--- src/verilog/fib_pkg.sv ---
// fibonacci datapath definitions
// shared types for the sequencer, register file and ALU

package fib_pkg;

	// the write sequence covers exactly this many registers
	localparam int NUM_REGS = 16;

	// register index, wide enough for NUM_REGS entries
	typedef logic [3:0] reg_idx_t;

	// ALU operations used by the sequence
	typedef enum logic [1:0] {
		OP_NOP  = 2'd0, // no write this cycle
		OP_ADD  = 2'd1, // port a + port b
		OP_ADDI = 2'd2  // port a + immediate
	} alu_op_t;

	// everything the sequencer drives into the datapath in one cycle
	typedef struct packed {
		alu_op_t  op;     // operation for the ALU
		logic     clear;  // clear registers and overflow
		logic     wr_en;  // register write enable
		reg_idx_t wr_sel; // destination register
		reg_idx_t rd_a;   // read port a address
		reg_idx_t rd_b;   // read port b address
	} ctrl_t;

	// idle value of the control word
	localparam ctrl_t CTRL_IDLE = '{
		op:     OP_NOP,
		clear:  1'b0,
		wr_en:  1'b0,
		wr_sel: '0,
		rd_a:   '0,
		rd_b:   '0
	};

endpackage

--- src/verilog/fib_sequencer.sv ---
// fibonacci control sequencer
// waits for start, clears the register file, then issues sixteen writes
// that build the table; busy during the run, done until the next start

`timescale 1ns/1ps

module fib_sequencer (
	input  logic            clk,
	input  logic            rst,
	input  logic            start,
	output fib_pkg::ctrl_t  ctrl,
	output logic            busy,
	output logic            done
);

	import fib_pkg::*;

	typedef enum logic [1:0] {
		ST_IDLE  = 2'd0,
		ST_CLEAR = 2'd1,
		ST_WRITE = 2'd2,
		ST_DONE  = 2'd3
	} state_t;

	localparam reg_idx_t LAST_STEP = reg_idx_t'(NUM_REGS - 1);

	state_t   state;
	state_t   state_next;
	reg_idx_t step;      // register written in ST_WRITE
	reg_idx_t step_next;

	always_ff @(posedge clk) begin
		if (rst) begin
			state <= ST_IDLE;
			step  <= '0;
		end else begin
			state <= state_next;
			step  <= step_next;
		end
	end

	// next state
	always_comb begin
		state_next = state;
		step_next  = step;
		case (state)
			ST_IDLE: begin
				if (start)
					state_next = ST_CLEAR;
			end
			ST_CLEAR: begin
				state_next = ST_WRITE;
				step_next  = '0;
			end
			ST_WRITE: begin
				if (step == LAST_STEP) begin
					state_next = ST_DONE;
				end else begin
					step_next = step + 4'd1;
				end
			end
			ST_DONE: begin
				if (start) // rerun, previous results get cleared
					state_next = ST_CLEAR;
			end
			default: begin
				state_next = ST_IDLE;
			end
		endcase
	end

	// control word, defined in every state
	always_comb begin
		ctrl = CTRL_IDLE;
		case (state)
			ST_CLEAR: begin
				ctrl.clear = 1'b1;
			end
			ST_WRITE: begin
				ctrl.wr_en  = 1'b1;
				ctrl.wr_sel = step;
				if (step < 4'd2) begin
					// seed registers: cleared value plus imm
					ctrl.op   = OP_ADDI;
					ctrl.rd_a = step;
					ctrl.rd_b = step;
				end else begin
					ctrl.op   = OP_ADD;
					ctrl.rd_a = step - 4'd2; // two below
					ctrl.rd_b = step - 4'd1; // one below
				end
			end
			default: begin
				ctrl = CTRL_IDLE; // idle and done issue nothing
			end
		endcase
	end

	assign busy = (state == ST_CLEAR) || (state == ST_WRITE);
	assign done = (state == ST_DONE);

endmodule

--- src/verilog/reg_file.sv ---
// register file for the fibonacci datapath
// NUM_REGS words with synchronous clear, one write port and
// three combinational read ports (two for the ALU, one external)

`timescale 1ns/1ps

module reg_file #(
	parameter int WIDTH = 16
) (
	input  logic                 clk,
	input  logic                 rst,
	input  fib_pkg::ctrl_t       ctrl,
	input  logic [WIDTH-1:0]     wr_data,
	input  fib_pkg::reg_idx_t    rd_addr,
	output logic [WIDTH-1:0]     a_data,
	output logic [WIDTH-1:0]     b_data,
	output logic [WIDTH-1:0]     rd_data
);

	import fib_pkg::*;

	logic [WIDTH-1:0] regs [NUM_REGS];

	// clear wins over a write in the same cycle
	always_ff @(posedge clk) begin
		if (rst || ctrl.clear) begin
			for (int i = 0; i < NUM_REGS; i++) begin
				regs[i] <= '0;
			end
		end else if (ctrl.wr_en) begin
			regs[ctrl.wr_sel] <= wr_data;
		end
	end

	// read ports
	always_comb begin
		a_data  = regs[ctrl.rd_a];  // ALU operand a
		b_data  = regs[ctrl.rd_b];  // ALU operand b
		rd_data = regs[rd_addr];    // external readback
	end

endmodule

--- src/verilog/fib_alu.sv ---
// adder ALU for the fibonacci datapath
// picks port b or the immediate as second operand, adds with carry out
// and keeps a sticky overflow flag for the current run

`timescale 1ns/1ps

module fib_alu #(
	parameter int WIDTH = 16
) (
	input  logic              clk,
	input  logic              rst,
	input  fib_pkg::ctrl_t    ctrl,
	input  logic [WIDTH-1:0]  a_data,
	input  logic [WIDTH-1:0]  b_data,
	input  logic [WIDTH-1:0]  imm,
	output logic [WIDTH-1:0]  sum,
	output logic              overflow
);

	import fib_pkg::*;

	logic [WIDTH-1:0] operand_b;
	logic [WIDTH:0]   sum_full; // one extra bit for the carry
	logic             add_cycle;

	always_comb begin
		case (ctrl.op)
			OP_ADDI: operand_b = imm;
			default: operand_b = b_data;
		endcase
	end

	assign sum_full  = {1'b0, a_data} + {1'b0, operand_b};
	assign sum       = sum_full[WIDTH-1:0];
	assign add_cycle = (ctrl.op == OP_ADD) || (ctrl.op == OP_ADDI);

	// sticky until the next clear
	always_ff @(posedge clk) begin
		if (rst || ctrl.clear) begin
			overflow <= 1'b0;
		end else if (add_cycle && sum_full[WIDTH]) begin
			overflow <= 1'b1;
		end
	end

endmodule

--- src/verilog/fib_top.sv ---
// fibonacci table generator
// sequencer drives the register file and adder ALU so that register k
// ends up holding imm * F(k+1), with an external read port

`timescale 1ns/1ps

module fib_top #(
	parameter int WIDTH = 16
) (
	input  logic               clk,
	input  logic               rst,
	input  logic               start,
	input  logic [WIDTH-1:0]   imm,
	input  fib_pkg::reg_idx_t  rd_addr,
	output logic [WIDTH-1:0]   rd_data,
	output logic               busy,
	output logic               done,
	output logic               overflow
);

	import fib_pkg::*;

	ctrl_t            ctrl;   // per-cycle control from the sequencer
	logic [WIDTH-1:0] a_data;
	logic [WIDTH-1:0] b_data;
	logic [WIDTH-1:0] sum;    // ALU result into the write port

	fib_sequencer seq_i (
		.clk   (clk),
		.rst   (rst),
		.start (start),
		.ctrl  (ctrl),
		.busy  (busy),
		.done  (done)
	);

	reg_file #(
		.WIDTH (WIDTH)
	) regs_i (
		.clk     (clk),
		.rst     (rst),
		.ctrl    (ctrl),
		.wr_data (sum),
		.rd_addr (rd_addr),
		.a_data  (a_data),
		.b_data  (b_data),
		.rd_data (rd_data)
	);

	fib_alu #(
		.WIDTH (WIDTH)
	) alu_i (
		.clk      (clk),
		.rst      (rst),
		.ctrl     (ctrl),
		.a_data   (a_data),
		.b_data   (b_data),
		.imm      (imm),
		.sum      (sum),
		.overflow (overflow)
	);

endmodule

--- config.mk ---
export PLATFORM = sky130hd
export DESIGN_NAME = fib_top
export DESIGN_NICKNAME = d
export VERILOG_FILES = /design/src/verilog/fib_pkg.sv /design/src/verilog/fib_sequencer.sv /design/src/verilog/reg_file.sv /design/src/verilog/fib_alu.sv /design/src/verilog/fib_top.sv
export SDC_FILE = /design/constraint.sdc
export NUM_CORES = 1
export LEC_CHECK = 0
export BUFFER_PORTS_ARGS = -buffer_cell sky130_fd_sc_hd__buf_2
export CORE_ASPECT_RATIO = 0.8
export CORE_MARGIN = 2
export CORE_UTILIZATION = 56
export DETAILED_ROUTE_END_ITERATION = 10
export HOLD_SLACK_MARGIN = 0.1
export PLACE_DENSITY_LB_ADDON = 0.2
export SETUP_SLACK_MARGIN = 0.02
export SYNTH_ARGS = -nofsm -noshare
export SYNTH_HDL_FRONTEND = slang
export SYNTH_SLANG_ARGS = --single-unit
--- constraint.sdc ---
create_clock -name clk -period 6.4 [get_ports clk]
set_input_delay 0.32 -clock clk [delete_from_list [all_inputs] [get_ports clk]]
set_output_delay 0.32 -clock clk [all_outputs]
set_load 0.01 [all_outputs]
==> results.py, run 1 <==
metrics = {
    "power": {
        "ir_worst_vdd_v": 0.000300,
        "seqPwrFrac_pct": 35.8,
        "swShare_pct": 40.5,
        "p_int_mw": 4.52,
        "power_frac_clock_pct": 23.1,
        "netSwitchingPower_mw": 3.07,
        "power_frac_comb_pct": 41.1,
        "power_density_mw_per_mm2": 418,
        "p_leak_nw": 6.51,
    },
    "placed_design": {
        "dpl.hpwl_um": 37200,
        "gp_congestion": 0.962,
        "place_inst": 1822,
        "port_buffers": 41,
        "placed_area_mm2": 0.0172,
    },
    "die": {
        "initial_core_util_pct": 56.5,
        "core_mm2": 0.0291,
        "die_height_um": 157,
        "die_w_um": 196,
        "die_area_mm2": 0.0308,
        "fp-row-count": 56,
        "io_pins": 42,
    },
    "global_route": {
        "overflow": 0,
        "grt_pass1_vias": 12700,
        "grt_max_degree": 69,
        "grt_pass1_wl_um": 84200,
        "antenna_found_initial": 0,
        "grt_use_total_pct": 38.7,
    },
    "sta": {
        "drv_slew": 0,
        "hold_viol": 0,
        "rsz0062_at_grt": "false",
        "finalSetupTns_ps": 0,
        "finalSetupViolCount": 0,
        "final.min_clock_period_ps": 6030,
        "max_slew_margin_pct": 8.37,
        "tightest_slew_ps": 1370,
        "fin_worst_skew_ps": 18.0,
        "fmax_ghz": 0.166,
        "finalCritPeriodShare_pct": 94.2,
    },
    "clock_tree": {
        "clock_path_buffers": 3,
        "cts_buffers": 28,
        "cts.sinks": 263,
        "h-tree-depth": 1,
        "clk-insertion-delay-late_ps": 570,
        "cts_setup_buffers": 0,
        "root_buffer": "clkbuf_16",
        "cts_tree": "done",
        "clk_pin_slew_ps": 60,
    },
    "route": {
        "drtIter0Drc": 2436,
        "final_antenna_net_count": 0,
        "routed_via_density": 7.19,
        "drc": 0,
        "routed_wl_um": 58500,
        "firstDrtPassIters": 6,
        "wl_per_cell_um": 31.2,
        "vias": 13500,
    },
    "finish": {
        "ff_latch_area_mm2": 0.00783,
        "final_nets": 1526,
        "fillers": 2253,
        "area_growth_pct": 10.6,
        "drive_above_1_share_pct": 22.6,
        "n_antenna_cell": 0,
        "post-route-util_pct": 62.5,
        "multi_input_area_mm2": 0.00809,
        "final_cells": 1875,
        "final_cell_area_mm2": 0.0182,
    },
    "yosys": {
        "synth_seq_cells": 263,
        "yosys_warnings": 0,
        "synth_area_mm2": 0.0164,
        "synth_cell_types": 62,
        "yosysSeqAreaShare_pct": 47.6,
        "synth.net_count": 1497,
        "synthCells": 1447,
        "avgSynthCellArea_um2": 11.4,
    },
    "setup_path": {
        "path_max_fanout": 16,
        "cpMaxStageDelayCell": "xnor2_2",
        "crit_path_max_incr_delay_ps": 620,
        "crit_top_cell": "ha_1",
        "endpoint_kind": "register",
        "arrival_ps": 6320,
        "criticalPathCategory": "reg2reg",
        "worstPathCellList": "inv_1 > ha_1 > inv_2 > nor2_4 > buf_4 > mux4_2 > and2_1 > a211oi_1 > a31oi_1 > ha_1 > a21o_1 > a221oi_2 > nor2b_1 > a311oi_4 > a21oi_2 > xnor2_2 > nor2_1",
        "crit_required_ps": 6690,
        "worstSetupStartpointType": "register",
    },
    "status": {
        "outcome": "complete, no violations",
    },
    "hold_path": {
        "hp-class": "in2reg",
    },
    "flow_run": {
        "cap_viol_max_count": 0,
    },
}
final cells by class:
| type | instances | area share [%] |
|---|---|---|
| clock buffer | 36 | 4.19 |
| clock inverter | 16 | 1.23 |
| inverter | 12 | 0.248 |
| multi-input combinational | 1057 | 44.5 |
| sequential | 263 | 43.1 |
| tap | 377 | 2.59 |
| timing repair buffer | 114 | 4.17 |
flip-flops by register name, indices dropped and copies added (netlist names):
name            count
seq_i.step          4
regs_i.regs       256
alu_i.overflow      1
seq_i.state         2
cells in the mapped netlist (all sizes together):
library cell,count,area share [%]
dfxtp,7,0.85
nor3,23,0.70
a21oi,47,1.5
nand2b,5,0.19
edfxtp,256,47
and4,1,0.053
nor3b,2,0.12
inv,12,0.27
nand3b,1,0.046
o31ai,1,0.046
mux2i,5,0.33
o31a,1,0.053
nand2,287,6.6
a32oi,3,0.16
nor4,1,0.038
clkbuf,69,1.6
nand4,19,0.72
o21ai,11,0.36
a31oi,35,1.3
a221oi,1,0.091
nor2b,1,0.038
xnor2,10,0.67
xor2,3,0.21
mux2,1,0.091
or3,3,0.11
a2111oi,1,0.053
mux4,158,22
a21boi,2,0.091
a311oi,3,0.27
o21a,1,0.046
nor2,260,6.0
fa,1,0.12
and2,19,0.72
a211oi,30,1.4
and3,2,0.076
or2,1,0.038
o21bai,1,0.046
a41oi,1,0.053
buf,46,1.7
a21bo,1,0.061
ha,26,2.0
o211ai,1,0.046
nand3,77,2.3
o311ai,1,0.053
a21o,10,0.46
worst paths after layout:
path                  startpoint                  to  slack [ps]  cells after the start
setup / recovery  seq_i.state[0]  regs_i.regs[9][13]         370                     17
hold / removal             start      seq_i.state[1]         140                      4
setup reg to reg  seq_i.state[0]  regs_i.regs[9][13]         370                     17
hold reg to reg   seq_i.state[0]      seq_i.state[0]         610                      2
power by group through the flow:
| stage | combinational, mW | clock, mW | sequential (mW) |
|---|---|---|---|
| 3_5_place_dp | 3.01 | 0 | 2.72 |
| 5_1_grt | 3.28 | 1.83 | 2.75 |
| 4_1_cts | 3.03 | 1.76 | 2.69 |
| 6_report | 3.12 | 1.76 | 2.72 |
| 2_1_floorplan | 2.06 | 0 | 2.59 |
| 3_3_place_gp | 2.98 | 0 | 2.69 |
placed cells by master (no fill, tap or decap), types with 10 or more instances in the layout:
cell,count
a211oi_1,30
mux4_2,156
buf_2,40
inv_1,11
nand2_1,286
nand4_1,19
edfxtp_1,256
a21oi_1,45
a21o_1,10
clkbuf_16,29
nor2_1,257
nand3_1,77
ha_1,26
buf_4,73
nor3_1,21
and2_1,18
a31oi_1,35
critical path, delay by kind of cell (launching register included):
family                     cells  cell delay, ps
buffers and inverters          3             690
xor gates and xnor gates       1             620
AOI/OAI and AO/OA              6            1780
adders and majority gates      2             800
muxes                          1             530
DFF                            1             370
and+or+nand+nor                4             960
metrics by stage:
| stage | setup slack [ps] | power [mW] | hold slack (ps) |
|---|---|---|---|
| finish | 374 | 7.59 | 137 |
| global route | 22.1 | 7.86 | 142 |
| CTS | 356 | 7.48 | 116 |
| detailed placement | 365 | 5.73 | 580 |
| global placement | 546 | 5.68 | 567 |
| floorplan | 1760 | 4.66 | 389 |
what timing repair did:
| item | CTS | global route |
|---|---|---|
| hold buffers | 1 | 0 |
| setup endpoints to repair | 0 | 16 |
| hold endpoints to repair | 4 | 0 |
| resized for setup | 0 | 1 |
kinds of logic (layout without fill, tap and decap cells):
logic type	after synthesis	in the layout	share of synthesized area, %
buf+inv	127	178	3.53
xor+xnor	13	13	0.875
simple gates	702	702	17.8
compound gates	151	151	6.03
fa+ha+maj	27	27	2.10
flops	263	263	47.6
mux	164	164	22.1
layer usage:
layer | GRT usage (%) | up-vias | part of all wire, %
li1 | - | 5470 | -
met1 | 54.4 | 6515 | 37
met2 | 56.0 | 1262 | 42
met3 | 10.7 | 238 | 15
met4 | 18.9 | 0 | 5.7
met5 | 0 | - | 0
Power figures use the tool's default switching activity.
==> run 2, diff against run 1 <==
--- a/config.mk
+++ b/config.mk
@@ -13,6 +13,7 @@
 export HOLD_SLACK_MARGIN = 0.1
 export PLACE_DENSITY_LB_ADDON = 0.2
 export SETUP_SLACK_MARGIN = 0.02
+export SKIP_LAST_GASP = 1
 export SYNTH_ARGS = -nofsm -noshare
 export SYNTH_HDL_FRONTEND = slang
 export SYNTH_SLANG_ARGS = --single-unit
==> constraint.sdc (replaced) <==
create_clock -name clk -period 5.85 [get_ports clk]
set_input_delay 0.2925 -clock clk [delete_from_list [all_inputs] [get_ports clk]]
set_output_delay 0.2925 -clock clk [all_outputs]
set_load 0.01 [all_outputs]
==> run 2 against run 1 <==
  * Combinational power increased by 11%
  * Sequential cell count is the same
  * Hold slack better by 270 ps
  * Wire length is 2.1% lower
==> results.py, run 2 (same netlist as run 1, synthesis figures left out) <==
metrics = {
    "sta": {
        "hold_viol": 0,
        "fmax_ghz": 0.177,
        "final.min_clock_period_ps": 5650,
        "finalCritPeriodShare_pct": 96.6,
        "tightest_slew_ps": 1460,
        "fin_worst_skew_ps": 29.6,
        "drv_slew": 0,
        "finalSetupTns_ps": 0,
        "max_slew_margin_pct": 2.64,
        "finalSetupViolCount": 0,
        "rsz0062_at_grt": "false",
    },
    "power": {
        "power_density_mw_per_mm2": 447,
        "p_leak_nw": 6.54,
        "power_mw": 8.13,
        "ir_worst_vdd_v": 0.000255,
    },
    "placed_design": {
        "port_buffers": 41,
        "dpl.hpwl_um": 37200,
        "gp_congestion": 0.981,
    },
    "clock_tree": {
        "clock_path_buffers": 3,
        "cts.sinks": 263,
        "clk_pin_slew_ps": 60,
        "cts_buffers": 28,
        "clk-insertion-delay-late_ps": 570,
        "root_buffer": "clkbuf_16",
        "h-tree-depth": 1,
        "cts_tree": "done",
    },
    "global_route": {
        "grt_use_total_pct": 37.7,
        "grt_pass1_vias": 12600,
        "overflow": 0,
        "grt_max_degree": 57,
        "antenna_found_initial": 2,
        "grt_pass1_wl_um": 82700,
    },
    "setup_path": {
        "critPathLaunch": "seq_i.state[0]",
        "endpoint_kind": "register",
        "worstSetupStartpointType": "register",
        "rr_worst_depth": 19,
        "regToRegSetupSlack_ps": 200,
        "r2r_end": "regs_i.regs[3][8]",
        "criticalPathCategory": "reg2reg",
        "crit_required_ps": 6160,
        "r2r_start": "seq_i.state[0]",
        "path_max_fanout": 16,
        "arrival_ps": 5960,
    },
    "route": {
        "top_layer_used": "met5",
        "firstDrtPassIters": 8,
        "wl_met3_um": 9260,
        "routed_wl_um": 57300,
        "vias": 13500,
        "drtIter0Drc": 2210,
        "m1WireLength_um": 20900,
        "route.met2.wl_um": 24000,
        "drc": 0,
        "wl_per_cell_um": 30.3,
        "routed_via_density": 7.12,
        "final_antenna_net_count": 0,
    },
    "hold_path": {
        "holdPathEnd": "alu_i.overflow",
        "hold_path_depth": 7,
        "hp-class": "in2reg",
        "hp-start": "imm[15]",
    },
    "finish": {
        "largest_register_ffs": 256,
        "reg_top3": "regs_i.regs: 256 flops, seq_i.step: 4 flops, seq_i.state: 2 flops",
        "n_antenna_cell": 0,
        "multi_input_area_mm2": 0.00807,
        "final_nets": 1544,
        "drive_above_1_share_pct": 22.7,
        "area_growth_pct": 10.5,
        "final_common_cell": "nand2_1",
        "max_flop_register": "regs_i.regs",
        "layout_common_cells": "nand2_1, nor2_1, edfxtp_1",
        "fillers": 2297,
        "ff_latch_area_mm2": 0.00783,
    },
    "die": {
        "die_area_mm2": 0.0308,
        "core_mm2": 0.0291,
        "die_height_um": 157,
        "fp-row-count": 56,
        "initial_core_util_pct": 56.5,
        "die_w_um": 196,
        "io_pins": 42,
    },
    "flow_run": {
        "cap_viol_max_count": 0,
    },
    "status": {
        "outcome": "complete, no violations",
    },
}
-- run 2: layout make-up --
cell class	instances	area share [%]
clock buffer	34	4.10
clock inverter	16	0.544
inverter	12	0.248
multi-input combinational	1057	44.4
sequential	263	43.1
tap	377	2.59
timing repair buffer	132	5.07
-- run 2: worst max path at each step --
stage,endpoint,slack (ps),depth (start not counted)
floorplan,regs_i.regs[0][8],1210,19
detailed placement,regs_i.regs[2][8],420,19
global placement,regs_i.regs[13][8],550,19
finish,regs_i.regs[3][8],200,19
global route,regs_i.regs[8][8],90,19
CTS,regs_i.regs[2][8],420,19
-- run 2: critical path, cell delays in order, from the launching register on --
cell	delay [ps]
dfxtp_1	360
inv_1	100
ha_1	590
nand2_1	310
nor2_4	460
buf_4	350
buf_4	280
mux4_2	360
a211oi_1	320
a31oi_1	110
ha_1	370
a21o_1	180
a21oi_1	210
o21bai_1	100
buf_4	180
a2111oi_0	490
nor3_1	180
xnor2_2	150
buf_4	240
nor2_1	70
-- run 2: report_power, final --
group	switching, mW	total, mW	internal [mW]
sequential	0.333	2.96	2.63
combinational	2.27	3.47	1.21
clock	0.757	1.70	0.940
-- run 2: metal layers --
layer	up-vias	track usage, %
li1	5500	-
met1	6507	54.3
met2	1244	53.3
met3	207	10.4
met4	4	18.3
met5	-	0
-- run 2: repair_timing --
action,CTS,global route
endpoints found under the setup margin,0,0
hold buffers,2,0
endpoints found under the hold margin,4,0
gates resized for setup,0,0
buffers inserted,0,0
-- run 2: per-stage QoR --
stage	std cells	hold WS (ps)	util (%)	cell area [µm²]	setup slack, ps
2_1_floorplan	1447	362	-	16400	1210
3_3_place_gp	1839	560	59.5	17300	552
3_5_place_dp	1839	580	59.5	17300	421
4_1_cts	1891	390	62.5	18200	418
5_1_grt	1891	478	62.5	18200	90.1
6_report	1891	406	62.5	18200	198
==> run 3, diff against run 2 <==
--- a/config.mk
+++ b/config.mk
@@ -11,7 +11,7 @@
 export CORE_UTILIZATION = 56
 export DETAILED_ROUTE_END_ITERATION = 10
 export HOLD_SLACK_MARGIN = 0.1
-export PLACE_DENSITY_LB_ADDON = 0.2
+export PLACE_DENSITY = 0.73
 export SETUP_SLACK_MARGIN = 0.02
 export SKIP_LAST_GASP = 1
 export SYNTH_ARGS = -nofsm -noshare
==> run 3 against run 2 <==
  * Sequential cell count stayed put
  * Critical path type unchanged
  * Non-clock buffer count shrank 7
  * Highest routed layer is now met4
  * First-iteration DRC count grew 24%
  * Largest cell class unchanged
  * Global-route usage is 1.5 points higher
  * Largest power group unchanged
  * Clock-buffer cell count grew 4
  * Hold slack better by 120 ps
  * Sequential share of layout area hardly changed
  * Die area unchanged
  * Clock power is 3% higher
  * Combinational power is essentially flat
  * Via count up 1.3%
  * Register-to-register slack improved by 160 ps
==> results.py, run 3 (same netlist as run 1, synthesis figures left out) <==
metrics = {
    "die": {
        "fp-row-count": 56,
        "die_height_um": 157,
        "io_pins": 42,
        "initial_core_util_pct": 56.5,
        "core_mm2": 0.0291,
        "die_w_um": 196,
        "die_area_mm2": 0.0308,
    },
    "clock_tree": {
        "cts_setup_buffers": 0,
        "clk_pin_slew_ps": 60,
        "clk-insertion-delay-late_ps": 570,
        "clock_path_buffers": 3,
        "cts_tree": "done",
        "h-tree-depth": 1,
        "root_buffer": "clkbuf_16",
        "cts.sinks": 263,
        "cts_buffers": 28,
    },
    "finish": {
        "layout_common_cells": "nand2_1, nor2_1, edfxtp_1",
        "final_cell_area_mm2": 0.0182,
        "drive_above_1_share_pct": 22.5,
        "final_nets": 1537,
        "n_antenna_cell": 0,
        "max_flop_register": "regs_i.regs",
        "largest_register_ffs": 256,
        "fillers": 2225,
        "reg_top3": "regs_i.regs: 256 flops, seq_i.step: 4 flops, seq_i.state: 2 flops",
        "area_growth_pct": 10.6,
        "final_common_cell": "nand2_1",
    },
    "global_route": {
        "grt_use_total_pct": 39.2,
        "grt_pass1_wl_um": 85600,
        "overflow": 0,
        "grt_pass1_vias": 13200,
        "antenna_found_initial": 0,
        "grt_max_degree": 47,
    },
    "route": {
        "firstDrtPassIters": 8,
        "wl_met3_um": 11300,
        "wl_per_cell_um": 31.5,
        "top_layer_used": "met4",
        "route.met2.wl_um": 24100,
        "drtIter0Drc": 2740,
        "vias": 13600,
        "final_antenna_net_count": 0,
        "drc": 0,
        "routed_via_density": 7.23,
        "routed_wl_um": 59400,
        "m1WireLength_um": 19700,
    },
    "sta": {
        "finalSetupViolCount": 0,
        "final.min_clock_period_ps": 5490,
        "hold_viol": 0,
        "tightest_slew_ps": 1390,
        "fmax_ghz": 0.182,
        "finalSetupTns_ps": 0,
        "fin_worst_skew_ps": 12.3,
        "whs_ps": 523,
        "drv_slew": 0,
        "max_slew_margin_pct": 7.25,
        "rsz0062_at_grt": "false",
        "finalCritPeriodShare_pct": 93.9,
    },
    "setup_path": {
        "endpoint_kind": "register",
        "cp_num_cells": 17,
        "criticalPathCategory": "reg2reg",
        "crit_top_cell": "ha_1",
        "worstPathCellList": "inv_1 > ha_1 > nand2_1 > nor2_4 > mux4_2 > and2_1 > a211oi_1 > a31oi_1 > ha_1 > fa_1 > a21o_1 > a21oi_1 > o21bai_1 > a2111oi_0 > nor3_1 > xnor2_4 > nor2_1",
        "cpMaxStageDelayCell": "ha_1",
        "rr_worst_depth": 17,
        "worst-path-buf-inv": 1,
        "crit_required_ps": 6150,
        "path_max_fanout": 16,
        "crit_path_max_incr_delay_ps": 540,
        "path_delay_family": "compound AO/OA/AOI/OAI gates",
        "arrival_ps": 5790,
        "worstSetupStartpointType": "register",
    },
    "hold_path": {
        "hp-class": "in2reg",
        "hold_path_depth": 7,
    },
    "power": {
        "power_density_mw_per_mm2": 451,
        "ir_worst_vdd_v": 0.000335,
        "p_leak_nw": 6.52,
    },
    "status": {
        "outcome": "complete, no violations",
    },
    "placed_design": {
        "dpl.hpwl_um": 36900,
        "gp_congestion": 1.02,
        "placed_area_mm2": 0.0173,
        "port_buffers": 41,
    },
    "flow_run": {
        "cap_viol_max_count": 0,
    },
}
==> run 3: worst reg2reg max path, cell delays in order, from the launching register on <==
cell and delay [ps]:
dfxtp_1 350, inv_1 100, ha_1 540, nand2_1 260, nor2_4 500, mux4_2 390, and2_1 170, a211oi_1 210
a31oi_1 80, ha_1 290, fa_1 480, a21o_1 190, a21oi_1 210, o21bai_1 190, a2111oi_0 510, nor3_1 210
xnor2_4 450, nor2_1 100
==> run 3: timing repair <==
action	in CTS	in global routing
hold buffers	2	0
hold endpoints to repair	4	0
endpoints found under the setup margin	0	32
resized for setup	0	4
==> run 3: final cells by class <==
class                           instances  area, µm²  area share [%]
Clock buffer                           38        759            4.18
Clock inverter                         14        115           0.633
Inverter                               12       45.0           0.248
Multi-Input combinational cell       1057       8100            44.5
Sequential cell                       263       7830            43.0
Tap cell                              377        472            2.59
Timing Repair Buffer                  125        868            4.77
==> run 3: metal layers <==
layer / vias up / GRT usage (%)
met4: 0 / 23.8
li1: 5487 / -
met3: 287 / 16.3
met2: 1319 / 54.4
met5: - / 0
met1: 6539 / 51.7
==> run 3: path summary, 6_finish.rpt <==
check | start | endpoint | slack [ps]
setup / recovery | seq_i.state[0] | regs_i.regs[9][8] | 360
hold / removal | imm[15] | alu_i.overflow | 520
setup reg to reg | seq_i.state[0] | regs_i.regs[9][8] | 360
hold reg to reg | seq_i.state[0] | seq_i.state[0] | 640
==> run 3: where the power goes <==
part	leakage, nW	switching [mW]	internal [mW]
Sequential	2.79	0.347	2.62
Combinational	3.30	2.29	1.20
Clock	0.425	0.753	0.992
Total	6.52	3.39	4.82
==> run 3: per-stage QoR <==
| stage | utilization (%) | worst slack (ps) | total power, mW | cells |
|---|---|---|---|---|
| detailed placement | 59.4 | 308 | 6.29 | 1832 |
| global route | 62.6 | 29.0 | 8.47 | 1886 |
| CTS | 62.4 | 257 | 8.02 | 1886 |
| finish | 62.6 | 357 | 8.21 | 1886 |
| floorplan | - | 1210 | 5.09 | 1447 |
| global placement | 59.4 | 515 | 6.22 | 1832 |
